<file path="src/mcsr_config.svh">
// widths, CSR addresses, reset values and fixed ID values for the machine CSR block
`ifndef MCSR_CONFIG_SVH
`define MCSR_CONFIG_SVH

`define MCSR_DATA_WIDTH        32
`define MCSR_ADDR_WIDTH        32
`define MCSR_INSTR_WIDTH       32
`define MCSR_CSR_ADDR_WIDTH    12
`define MCSR_MISA_EXT_WIDTH    26

// implemented machine registers
`define MCSR_MVENDORID_ADDR    12'hF11
`define MCSR_MARCHID_ADDR      12'hF12
`define MCSR_MIMPID_ADDR       12'hF13
`define MCSR_MHARTID_ADDR      12'hF14
`define MCSR_MSTATUS_ADDR      12'h300
`define MCSR_MISA_ADDR         12'h301
`define MCSR_MIE_ADDR          12'h304
`define MCSR_MTVEC_ADDR        12'h305
`define MCSR_MEPC_ADDR         12'h341
`define MCSR_MCAUSE_ADDR       12'h342
`define MCSR_MTVAL_ADDR        12'h343
`define MCSR_MIP_ADDR          12'h344
`define MCSR_TCM_CTRL_ADDR     12'h7C0    // custom machine rw space
`define MCSR_DTCM_START_ADDR_ADDR 12'h7C1

// dummy registers, read as zero
`define MCSR_STVEC_ADDR        12'h105
`define MCSR_SATP_ADDR         12'h180
`define MCSR_PMPCFG0_ADDR      12'h3A0
`define MCSR_PMPADDR0_ADDR     12'h3B0
`define MCSR_MEDELEG_ADDR      12'h302
`define MCSR_MIDELEG_ADDR      12'h303

`define MCSR_VECTOR_ENTRY      32'h0000_0080
`define MCSR_DTCM_START_ADDR   32'h0001_8000
`define MCSR_MISA_RESET        26'h000_0100    // I base only
`define MCSR_MISA_MXL          2'h1            // 32-bit machine
`define MCSR_MIMPID_VALUE      32'h1000_0000

`define MCSR_MSTATUS_MIE_BIT   3
`define MCSR_MSTATUS_MPIE_BIT  7
`define MCSR_MIE_MEIE_BIT      11
`define MCSR_MIE_MTIE_BIT      7
`define MCSR_MIP_MEIP_BIT      11
`define MCSR_MIP_MTIP_BIT      7

`endif

</file>
<file path="src/mcsr_pkg.sv">
// shared CSR enums, access and trap structs, and the write/set/clear helper
`include "mcsr_config.svh"

package mcsr_pkg;

	typedef enum logic [1:0]
	{
		CSR_OP_WRITE = 2'd0,
		CSR_OP_SET   = 2'd1,
		CSR_OP_CLEAR = 2'd2
	} csr_op_e;

	typedef enum logic [4:0]
	{
		CSR_REG_MVENDORID,
		CSR_REG_MARCHID,
		CSR_REG_MIMPID,
		CSR_REG_MHARTID,
		CSR_REG_MSTATUS,
		CSR_REG_MISA,
		CSR_REG_MIE,
		CSR_REG_MTVEC,
		CSR_REG_MEPC,
		CSR_REG_MCAUSE,
		CSR_REG_MTVAL,
		CSR_REG_MIP,
		CSR_REG_TCM_CTRL,
		CSR_REG_DTCM_START,
		CSR_REG_DUMMY,    // legal, reads zero
		CSR_REG_NONE      // no such register
	} csr_reg_e;

	// one access from the decoder
	typedef struct packed
	{
		logic [`MCSR_CSR_ADDR_WIDTH-1:0] addr;
		csr_op_e                         op;
		logic                            rd;
		logic                            wr;
		logic                            valid_rd;
		logic                            valid_wr;
		logic [`MCSR_DATA_WIDTH-1:0]     wdata;
		logic [`MCSR_INSTR_WIDTH-1:0]    instr;
	} csr_req_t;

	// decoded write, en already qualified by legality
	typedef struct packed
	{
		csr_reg_e                    sel;
		csr_op_e                     op;
		logic [`MCSR_DATA_WIDTH-1:0] wdata;
		logic                        en;
	} csr_wr_t;

	typedef struct packed
	{
		logic                        meip;
		logic                        mtip;
		logic                        valid_interrupt;
		logic                        mret;
		logic [`MCSR_ADDR_WIDTH-1:0] mepc;
		logic [`MCSR_DATA_WIDTH-1:0] mcause;
		logic [`MCSR_DATA_WIDTH-1:0] mtval;
	} trap_info_t;

	typedef struct packed
	{
		logic                        meie;
		logic                        mtie;
		logic                        mstatus_mie;
		logic [1:0]                  mtvec_mode;
		logic [`MCSR_ADDR_WIDTH-1:0] mtvec_base;    // low two bits zero
	} trap_ctrl_t;

	// new register value for write, set or clear
	function automatic logic [`MCSR_DATA_WIDTH-1:0] csr_apply(
		input csr_op_e                     op,
		input logic [`MCSR_DATA_WIDTH-1:0] old_val,
		input logic [`MCSR_DATA_WIDTH-1:0] data
	);
		case (op)
			CSR_OP_WRITE: return data;
			CSR_OP_SET:   return old_val | data;
			CSR_OP_CLEAR: return old_val & ~data;
			default:      return old_val;    // unused encoding, hold
		endcase
	endfunction

endpackage

</file>
<file path="src/csr_addr_decode.sv">
// CSR address decode, write qualification and illegal access detection
`timescale 1ns/1ns
`include "mcsr_config.svh"

module csr_addr_decode (
	input  mcsr_pkg::csr_req_t            req,
	output mcsr_pkg::csr_reg_e            sel,
	output mcsr_pkg::csr_wr_t             wr,
	output logic                          mepc_sel,
	output logic                          mcause_sel,
	output logic                          mtval_sel,
	output logic                          csr_illegal_access,
	output logic [`MCSR_INSTR_WIDTH-1:0]  illegal_instr
);

	logic is_id;      // read-only ID register
	logic no_reg;     // address not implemented
	logic wr_ro;

	always_comb
	begin
		case (req.addr)
			`MCSR_MVENDORID_ADDR:       sel = mcsr_pkg::CSR_REG_MVENDORID;
			`MCSR_MARCHID_ADDR:         sel = mcsr_pkg::CSR_REG_MARCHID;
			`MCSR_MIMPID_ADDR:          sel = mcsr_pkg::CSR_REG_MIMPID;
			`MCSR_MHARTID_ADDR:         sel = mcsr_pkg::CSR_REG_MHARTID;
			`MCSR_MSTATUS_ADDR:         sel = mcsr_pkg::CSR_REG_MSTATUS;
			`MCSR_MISA_ADDR:            sel = mcsr_pkg::CSR_REG_MISA;
			`MCSR_MIE_ADDR:             sel = mcsr_pkg::CSR_REG_MIE;
			`MCSR_MTVEC_ADDR:           sel = mcsr_pkg::CSR_REG_MTVEC;
			`MCSR_MEPC_ADDR:            sel = mcsr_pkg::CSR_REG_MEPC;
			`MCSR_MCAUSE_ADDR:          sel = mcsr_pkg::CSR_REG_MCAUSE;
			`MCSR_MTVAL_ADDR:           sel = mcsr_pkg::CSR_REG_MTVAL;
			`MCSR_MIP_ADDR:             sel = mcsr_pkg::CSR_REG_MIP;
			`MCSR_TCM_CTRL_ADDR:        sel = mcsr_pkg::CSR_REG_TCM_CTRL;
			`MCSR_DTCM_START_ADDR_ADDR: sel = mcsr_pkg::CSR_REG_DTCM_START;
			`MCSR_STVEC_ADDR,
			`MCSR_SATP_ADDR,
			`MCSR_PMPCFG0_ADDR,
			`MCSR_PMPADDR0_ADDR,
			`MCSR_MEDELEG_ADDR,
			`MCSR_MIDELEG_ADDR:         sel = mcsr_pkg::CSR_REG_DUMMY;
			default:                    sel = mcsr_pkg::CSR_REG_NONE;
		endcase
	end

	assign is_id = (sel == mcsr_pkg::CSR_REG_MVENDORID) || (sel == mcsr_pkg::CSR_REG_MARCHID) ||
		(sel == mcsr_pkg::CSR_REG_MIMPID) || (sel == mcsr_pkg::CSR_REG_MHARTID);
	assign no_reg = (sel == mcsr_pkg::CSR_REG_NONE);
	assign wr_ro  = is_id && req.wr;

	assign csr_illegal_access = ((req.rd || req.wr) && no_reg) || wr_ro;
	assign illegal_instr = csr_illegal_access ? req.instr : '0;

	// trap controller owns these three
	assign mepc_sel   = (sel == mcsr_pkg::CSR_REG_MEPC);
	assign mcause_sel = (sel == mcsr_pkg::CSR_REG_MCAUSE);
	assign mtval_sel  = (sel == mcsr_pkg::CSR_REG_MTVAL);

	assign wr.sel   = sel;
	assign wr.op    = req.op;
	assign wr.wdata = req.wdata;
	assign wr.en    = req.valid_wr && !no_reg && !is_id;

endmodule

</file>
<file path="src/csr_trap_regs.sv">
// mstatus, mie and mtvec registers with interrupt entry and mret handling
`timescale 1ns/1ns
`include "mcsr_config.svh"

module csr_trap_regs (
	input  logic                 cpu_clk,
	input  logic                 cpu_rstn,
	input  mcsr_pkg::csr_wr_t    wr,
	input  mcsr_pkg::trap_info_t trap,
	output mcsr_pkg::trap_ctrl_t trap_ctrl,
	output logic                 mstatus_mpie
);

	logic                        mstatus_mie;
	logic                        int_active;    // inside an interrupt handler
	logic                        meie;
	logic                        mtie;
	logic [`MCSR_DATA_WIDTH-1:0] mtvec;
	logic [`MCSR_DATA_WIDTH-1:0] mstatus_cur;
	logic [`MCSR_DATA_WIDTH-1:0] mstatus_new;
	logic [`MCSR_DATA_WIDTH-1:0] mie_cur;
	logic [`MCSR_DATA_WIDTH-1:0] mie_new;
	logic [`MCSR_DATA_WIDTH-1:0] mtvec_new;
	logic                        mret_taken;

	// current values in register layout
	always_comb
	begin
		mstatus_cur = '0;
		mstatus_cur[`MCSR_MSTATUS_MIE_BIT]  = mstatus_mie;
		mstatus_cur[`MCSR_MSTATUS_MPIE_BIT] = mstatus_mpie;
		mie_cur = '0;
		mie_cur[`MCSR_MIE_MEIE_BIT] = meie;
		mie_cur[`MCSR_MIE_MTIE_BIT] = mtie;
	end

	assign mstatus_new = mcsr_pkg::csr_apply(wr.op, mstatus_cur, wr.wdata);
	assign mie_new     = mcsr_pkg::csr_apply(wr.op, mie_cur, wr.wdata);
	assign mtvec_new   = mcsr_pkg::csr_apply(wr.op, mtvec, wr.wdata);
	assign mret_taken  = trap.mret && int_active;    // plain mret leaves mstatus alone

	always_ff @(posedge cpu_clk or negedge cpu_rstn)
	begin
		if (!cpu_rstn)
			int_active <= 1'b0;
		else if (trap.mret)
			int_active <= 1'b0;
		else if (trap.valid_interrupt)
			int_active <= 1'b1;
	end

	always_ff @(posedge cpu_clk or negedge cpu_rstn)
	begin
		if (!cpu_rstn)
		begin
			mstatus_mie  <= 1'b0;
			mstatus_mpie <= 1'b0;
		end
		else if (mret_taken)
		begin
			mstatus_mie  <= mstatus_mpie;
			mstatus_mpie <= 1'b1;
		end
		else if (trap.valid_interrupt)
		begin
			mstatus_mie  <= 1'b0;    // handler runs with interrupts off
			mstatus_mpie <= mstatus_mie;
		end
		else if (wr.en && (wr.sel == mcsr_pkg::CSR_REG_MSTATUS))
		begin
			mstatus_mie  <= mstatus_new[`MCSR_MSTATUS_MIE_BIT];
			mstatus_mpie <= mstatus_new[`MCSR_MSTATUS_MPIE_BIT];
		end
	end

	always_ff @(posedge cpu_clk or negedge cpu_rstn)
	begin
		if (!cpu_rstn)
		begin
			meie  <= 1'b1;
			mtie  <= 1'b1;
			mtvec <= `MCSR_VECTOR_ENTRY;
		end
		else
		begin
			if (wr.en && (wr.sel == mcsr_pkg::CSR_REG_MIE))
			begin
				meie <= mie_new[`MCSR_MIE_MEIE_BIT];
				mtie <= mie_new[`MCSR_MIE_MTIE_BIT];
			end
			if (wr.en && (wr.sel == mcsr_pkg::CSR_REG_MTVEC))
				mtvec <= mtvec_new;    // whole word, mode in 1:0
		end
	end

	always_comb
	begin
		trap_ctrl.meie        = meie;
		trap_ctrl.mtie        = mtie;
		trap_ctrl.mstatus_mie = mstatus_mie;
		trap_ctrl.mtvec_mode  = mtvec[1:0];
		trap_ctrl.mtvec_base  = {mtvec[`MCSR_DATA_WIDTH-1:2], 2'b00};
	end

endmodule

</file>
<file path="src/csr_isa_tcm_regs.sv">
// misa, TCM control and DTCM start address registers
`timescale 1ns/1ns
`include "mcsr_config.svh"

module csr_isa_tcm_regs (
	input  logic                            cpu_clk,
	input  logic                            cpu_rstn,
	input  mcsr_pkg::csr_wr_t               wr,
	output logic [`MCSR_MISA_EXT_WIDTH-1:0] misa,
	output logic                            dtcm_en,
	output logic [`MCSR_ADDR_WIDTH-1:0]     dtcm_start_addr
);

	logic [`MCSR_DATA_WIDTH-1:0] misa_new;
	logic [`MCSR_DATA_WIDTH-1:0] tcm_new;
	logic [`MCSR_DATA_WIDTH-1:0] dtcm_start_new;
	logic                        misa_we;
	logic                        tcm_we;
	logic                        dtcm_start_we;

	// only the extension field is stored, MXL is fixed
	assign misa_new = mcsr_pkg::csr_apply(wr.op,
		{{(`MCSR_DATA_WIDTH-`MCSR_MISA_EXT_WIDTH){1'b0}}, misa}, wr.wdata);
	assign tcm_new = mcsr_pkg::csr_apply(wr.op,
		{{(`MCSR_DATA_WIDTH-1){1'b0}}, dtcm_en}, wr.wdata);
	assign dtcm_start_new = mcsr_pkg::csr_apply(wr.op, dtcm_start_addr, wr.wdata);

	assign misa_we       = wr.en && (wr.sel == mcsr_pkg::CSR_REG_MISA);
	assign tcm_we        = wr.en && (wr.sel == mcsr_pkg::CSR_REG_TCM_CTRL);
	assign dtcm_start_we = wr.en && (wr.sel == mcsr_pkg::CSR_REG_DTCM_START);

	always_ff @(posedge cpu_clk or negedge cpu_rstn)
	begin
		if (!cpu_rstn)
		begin
			misa            <= `MCSR_MISA_RESET;
			dtcm_en         <= 1'b1;    // dtcm on out of reset
			dtcm_start_addr <= `MCSR_DTCM_START_ADDR;
		end
		else
		begin
			if (misa_we)
				misa <= misa_new[`MCSR_MISA_EXT_WIDTH-1:0];
			if (tcm_we)
				dtcm_en <= tcm_new[0];
			if (dtcm_start_we)
				dtcm_start_addr <= dtcm_start_new;
		end
	end

endmodule

</file>
<file path="src/csr_read_mux.sv">
// read data assembly for the selected CSR
`timescale 1ns/1ns
`include "mcsr_config.svh"

module csr_read_mux (
	input  mcsr_pkg::csr_reg_e              sel,
	input  logic                            valid_rd,
	input  logic [`MCSR_MISA_EXT_WIDTH-1:0] misa,
	input  logic                            mstatus_mpie,
	input  mcsr_pkg::trap_ctrl_t            trap_ctrl,
	input  logic                            dtcm_en,
	input  logic [`MCSR_ADDR_WIDTH-1:0]     dtcm_start_addr,
	input  mcsr_pkg::trap_info_t            trap,
	output logic [`MCSR_DATA_WIDTH-1:0]     read_data
);

	logic [`MCSR_DATA_WIDTH-1:0] rdata;

	always_comb
	begin
		rdata = '0;    // ID zeros, dummies and unknown
		case (sel)
			mcsr_pkg::CSR_REG_MIMPID:
				rdata = `MCSR_MIMPID_VALUE;
			mcsr_pkg::CSR_REG_MISA:
				rdata = {`MCSR_MISA_MXL, 4'h0, misa};
			mcsr_pkg::CSR_REG_MSTATUS:
			begin
				rdata[`MCSR_MSTATUS_MIE_BIT]  = trap_ctrl.mstatus_mie;
				rdata[`MCSR_MSTATUS_MPIE_BIT] = mstatus_mpie;
			end
			mcsr_pkg::CSR_REG_MIE:
			begin
				rdata[`MCSR_MIE_MEIE_BIT] = trap_ctrl.meie;
				rdata[`MCSR_MIE_MTIE_BIT] = trap_ctrl.mtie;
			end
			mcsr_pkg::CSR_REG_MIP:
			begin
				rdata[`MCSR_MIP_MEIP_BIT] = trap.meip;    // live pending lines
				rdata[`MCSR_MIP_MTIP_BIT] = trap.mtip;
			end
			mcsr_pkg::CSR_REG_MTVEC:
				rdata = {trap_ctrl.mtvec_base[`MCSR_DATA_WIDTH-1:2], trap_ctrl.mtvec_mode};
			mcsr_pkg::CSR_REG_MEPC:       rdata = trap.mepc;
			mcsr_pkg::CSR_REG_MCAUSE:     rdata = trap.mcause;
			mcsr_pkg::CSR_REG_MTVAL:      rdata = trap.mtval;
			mcsr_pkg::CSR_REG_TCM_CTRL:   rdata[0] = dtcm_en;
			mcsr_pkg::CSR_REG_DTCM_START: rdata = dtcm_start_addr;
			default:                      rdata = '0;
		endcase
	end

	assign read_data = valid_rd ? rdata : '0;

endmodule

</file>
<file path="src/mcsr_top.sv">
// machine CSR block top, connecting decode, register banks and read mux
`timescale 1ns/1ns
`include "mcsr_config.svh"

module mcsr_top (
	input  logic                         cpu_clk,
	input  logic                         cpu_rstn,
	input  mcsr_pkg::csr_req_t           req,              // one access per cycle
	input  mcsr_pkg::trap_info_t         trap,
	output logic [`MCSR_DATA_WIDTH-1:0]  read_data,
	output logic                         mepc_sel,
	output logic                         mcause_sel,
	output logic                         mtval_sel,
	output logic                         csr_illegal_access,
	output logic [`MCSR_INSTR_WIDTH-1:0] illegal_instr,
	output mcsr_pkg::trap_ctrl_t         trap_ctrl,
	output logic                         dtcm_en,
	output logic [`MCSR_ADDR_WIDTH-1:0]  dtcm_start_addr
);

	mcsr_pkg::csr_reg_e              sel;
	mcsr_pkg::csr_wr_t               wr;
	logic                            mstatus_mpie;
	logic [`MCSR_MISA_EXT_WIDTH-1:0] misa;

	csr_addr_decode u_decode (
		.req                (req),
		.sel                (sel),
		.wr                 (wr),
		.mepc_sel           (mepc_sel),
		.mcause_sel         (mcause_sel),
		.mtval_sel          (mtval_sel),
		.csr_illegal_access (csr_illegal_access),
		.illegal_instr      (illegal_instr)
	);

	csr_trap_regs u_trap_regs (
		.cpu_clk      (cpu_clk),
		.cpu_rstn     (cpu_rstn),
		.wr           (wr),
		.trap         (trap),
		.trap_ctrl    (trap_ctrl),
		.mstatus_mpie (mstatus_mpie)
	);

	csr_isa_tcm_regs u_isa_tcm_regs (
		.cpu_clk         (cpu_clk),
		.cpu_rstn        (cpu_rstn),
		.wr              (wr),
		.misa            (misa),
		.dtcm_en         (dtcm_en),
		.dtcm_start_addr (dtcm_start_addr)
	);

	csr_read_mux u_read_mux (
		.sel             (sel),
		.valid_rd        (req.valid_rd),
		.misa            (misa),
		.mstatus_mpie    (mstatus_mpie),
		.trap_ctrl       (trap_ctrl),
		.dtcm_en         (dtcm_en),
		.dtcm_start_addr (dtcm_start_addr),
		.trap            (trap),
		.read_data       (read_data)
	);

endmodule

</file>
<file path="config.mk">
export PLATFORM = sky130hd
export DESIGN_NAME = mcsr_top
export DESIGN_NICKNAME = d
export VERILOG_FILES = /design/src/mcsr_pkg.sv /design/src/csr_addr_decode.sv /design/src/csr_trap_regs.sv /design/src/csr_isa_tcm_regs.sv /design/src/csr_read_mux.sv /design/src/mcsr_top.sv
export VERILOG_INCLUDE_DIRS = /design/src /design/src/src
export SDC_FILE = /design/constraint.sdc
export NUM_CORES = 1
export LEC_CHECK = 0
export BUFFER_PORTS_ARGS = -buffer_cell sky130_fd_sc_hd__buf_2
export CELL_PAD_IN_SITES_DETAIL_PLACEMENT = 1
export CELL_PAD_IN_SITES_GLOBAL_PLACEMENT = 2
export CORE_MARGIN = 10
export CORE_UTILIZATION = 22
export DETAILED_ROUTE_END_ITERATION = 8
export PLACE_DENSITY = 0.79
export SLEW_MARGIN = 40
export SYNTH_ARGS = -nofsm -noshare
export SYNTH_HDL_FRONTEND = slang
export SYNTH_SLANG_ARGS = --single-unit
</file>
<file path="constraint.sdc">
create_clock -name cpu_clk -period 2.7 [get_ports cpu_clk]
set_clock_uncertainty 0.1 [all_clocks]
set_input_delay 0.405 -clock cpu_clk [delete_from_list [all_inputs] [get_ports cpu_clk]]
set_output_delay 0.405 -clock cpu_clk [all_outputs]
set_load 0.03 [all_outputs]
</file>
==> results.json <==
{
  "start_util": 0.222,
  "hp-class": "input port to flip-flop",
  "die_w_um": 190,
  "rsz0062_at_grt": "yes",
  "ioPinCount": 322,
  "relSlewSlack": 0.540,
  "final.setup.tns_ns": -39.29,
  "critPathRequiredTime_ns": 2.19,
  "grt_pass1_wl_mm": 56.1,
  "fmax_mhz": 317,
  "crit_fanout": 4,
  "coreArea_um2": 28500,
  "grt_pass1_vias": 8865,
  "nFillCells": 3319,
  "post-route-drc-count": 0,
  "cp-end-kind": "primary output",
  "dieArea_um2": 36000,
  "track_usage": 0.200,
  "wl_mm": 39.7,
  "placementRows": 62,
  "clock-root-buffer": "clkbuf_16",
  "ys_top_cells_by_area": "dfrtp_1, a21oi_1, a222oi_1",
  "synth.distinct_cells": 60,
  "yosysTopAreaCellShare": 0.351,
  "synthFlopType": "dfrtp_1",
  "areaGrowthSynthToFinish_pct": 81.6,
  "cts.sink_count": 96,
  "yosys.area.top_type": "dfrtp_1",
  "post-route-period-util": 1.17,
  "layout_setup_ws_ns": -0.455,
  "irDropWorstVdd_uv": 326,
  "drive_gt1_frac": 0.514,
  "power_density_nw_per_um2": 320,
  "status": "finished with violations",
  "layout.nets": 1387,
  "post_drt_wl_per_cell_um": 25.0,
  "gr-total-overflow": 0,
  "synth_edf_count": 0,
  "seq_area_frac_synth": 0.380,
  "critPathArrivalTime_ns": 2.65,
  "tightestPinTransition_ns": 0.690,
  "clk_pin_slew_ns": 0.08,
  "placed_area_um2": 9300,
  "cts_buffers": 9,
  "violations": "negative setup slack",
  "vias": 8301,
  "design_area_um2": 11500,
  "cts_buffer_depth": 2,
  "grt_max_degree": 47,
  "hold_violations": 0,
  "die_h_um": 190,
  "post_synth_inst_count": 777,
  "start_kind": "input port",
  "ys_async_sr_fraction": 1.00,
  "cts_tree": "done",
  "viasPerCell": 5.22,
  "ys_warn_count": 0,
  "antenna_found_initial": 5,
  "finalSetupViolCount": 157,
  "multiInputGateArea_um2": 4270,
  "seqCellArea_um2": 2410,
  "htreeDepth": 3,
  "leakage_nw": 5.36,
  "hpwl_mm": 26.7,
  "drtIter0Drc": 433,
  "synth_area_um2": 6340,
  "maxCapViolations": 0,
  "fin_crit_ns": 3.15,
  "clk_latency_ns": 0.36,
  "drtPass1Iterations": 6,
  "avgSynthCellArea_um2": 8.16,
  "critical_path_class": "input port to primary output",
  "place.port_buffers": 319,
  "synth-seq-cells": 96,
  "globalplace.congestion": 0.896,
  "antenna_left": 0,
  "drv_slew": 0
}
==> per-stage QoR <==
| stage | utilization | worst slack (ns) | hold WS, ns | std cells | total power, mW |
|---|---|---|---|---|---|
| after floorplan | - | -0.267 | 0.00941 | 778 | 1.77 |
| after global placement | 0.326 | -0.487 | 0.259 | 1511 | 2.11 |
| after detailed placement | 0.326 | -0.607 | 0.264 | 1511 | 2.13 |
| after CTS | 0.385 | -0.321 | 0.148 | 1566 | 3.69 |
| after global routing | 0.403 | -0.516 | 0.151 | 1590 | 3.85 |
| final | 0.403 | -0.455 | 0.156 | 1591 | 3.68 |
==> where the power goes <==
part / switching (mW) / internal (mW)
combinational: 0.458 / 0.329
clock: 0.628 / 0.820
sequential: 0.00863 / 1.44
total: 1.09 / 2.59
==> area by class of cell <==
cell class	instances	area share
Clock inverter	6	0.00794
Inverter	36	0.0117
Antenna cell	3	0.000652
Tap cell	384	0.0417
Multi-Input combinational cell	577	0.371
Timing Repair Buffer	479	0.338
Clock buffer	10	0.0199
Sequential cell	96	0.209
==> metal layers <==
| metal | GRT usage | up-vias | share of wire |
|---|---|---|---|
| met1 | 0.230 | 4161 | 0.40 |
| li1 | - | 3760 | - |
| met5 | 0 | - | 0.00043 |
| met2 | 0.357 | 326 | 0.51 |
| met3 | 0.0492 | 50 | 0.061 |
| met4 | 0.0580 | 4 | 0.022 |
==> worst max-delay path: stages <==
cell,delay [ns]
buf_8,0.10
or4b_4,0.57
nor4_4,0.21
a21o_1,0.17
or2_4,0.19
buf_12,0.12
mux2i_1,0.07
o32a_1,0.39
a211oi_4,0.25
buf_6,0.17
==> timing repair <==
| action | CTS | global route |
|---|---|---|
| resized for setup | 246 | 62 |
| endpoints found under the hold margin | 24 | 0 |
| cloned | 5 | 8 |
| hold buffers | 1 | 0 |
| buffers inserted | 33 | 19 |
| setup endpoints to repair | 68 | 97 |
| pin swaps | 22 | 26 |
==> kinds of logic (layout without fill, tap and decap cells) <==
family / count (synthesis) / in the layout / share of synthesized area
flops: 96 / 96 / 0.380
buf+inv: 105 / 531 / 0.0683
xor+xnor: 2 / 2 / 0.00276
simple gates: 172 / 172 / 0.154
fa+ha+maj: 4 / 4 / 0.00790
mux: 13 / 13 / 0.0207
compound gates: 384 / 384 / 0.365
other cells: 1 / 5 / 0.000592
==> layout by cell type, fill, tap and decap left out, types with 7 or more instances in the layout <==
cell type    n
buf_2      242
a21oi_1    218
buf_6      101
buf_4       96
dfrtp_1     89
nand2_1     44
inv_1       36
o21ai_0     32
a222oi_1    28
and2_1      27
buf_12      22
a22oi_1     21
a22o_1      19
clkbuf_16   14
nor2_1      12
a21oi_2     10
mux2i_1     10
and2_4       9
a21oi_4      9
buf_8        8
nor4_4       7
a31oi_4      7
dfstp_2      7
==> worst paths after layout <==
| check | startpoint | end | slack [ns] | cells past startpoint |
|---|---|---|---|---|
| max in group asynchronous | cpu_rstn | u_trap_regs.mtie | 1.29 | 3 |
| worst max-delay path | req[81] | read_data[11] | -0.45 | 10 |
| worst max register to register | u_trap_regs.mstatus_mpie | u_trap_regs.mstatus_mpie | 1.40 | 4 |
| worst min-delay path | trap[96] | u_trap_regs.int_active | 0.16 | 2 |
| worst min register to register | u_isa_tcm_regs.misa[19] | u_isa_tcm_regs.misa[19] | 0.43 | 2 |
| min in group asynchronous | cpu_rstn | u_isa_tcm_regs.dtcm_start_addr[27] | 0.43 | 2 |
==> state kept, by name, indices dropped and copies added (netlist names) <==
register                        flops
u_isa_tcm_regs.dtcm_start_addr     32
u_trap_regs.mtie                    1
u_trap_regs.meie                    1
u_trap_regs.mtvec                  32
u_trap_regs.int_active              1
u_trap_regs.mstatus_mpie            1
u_isa_tcm_regs.misa                26
u_isa_tcm_regs.dtcm_en              1
u_trap_regs.mstatus_mie             1
==> synth_stat cells, drive strengths merged (2+ instances only) <==
cell type  instances
a211oi             6
a21o               3
a21oi            237
a221oi             3
a222oi            28
a22o              19
a22oi             22
a31oi             12
and2              36
and3               2
and3b              2
and4b              2
buf               24
clkbuf            45
dfrtp             89
dfstp              7
ha                 4
inv               36
mux2i             12
nand2             54
nand2b             4
nand3              8
nand4              3
nor2              20
nor2b              2
nor3               7
nor3b              2
nor4              12
nor4b              3
o2111ai            2
o21ai             34
o221ai             3
o22ai              4
o31ai              4
or2                8
or4                2
Power figures use the tool's default switching activity.
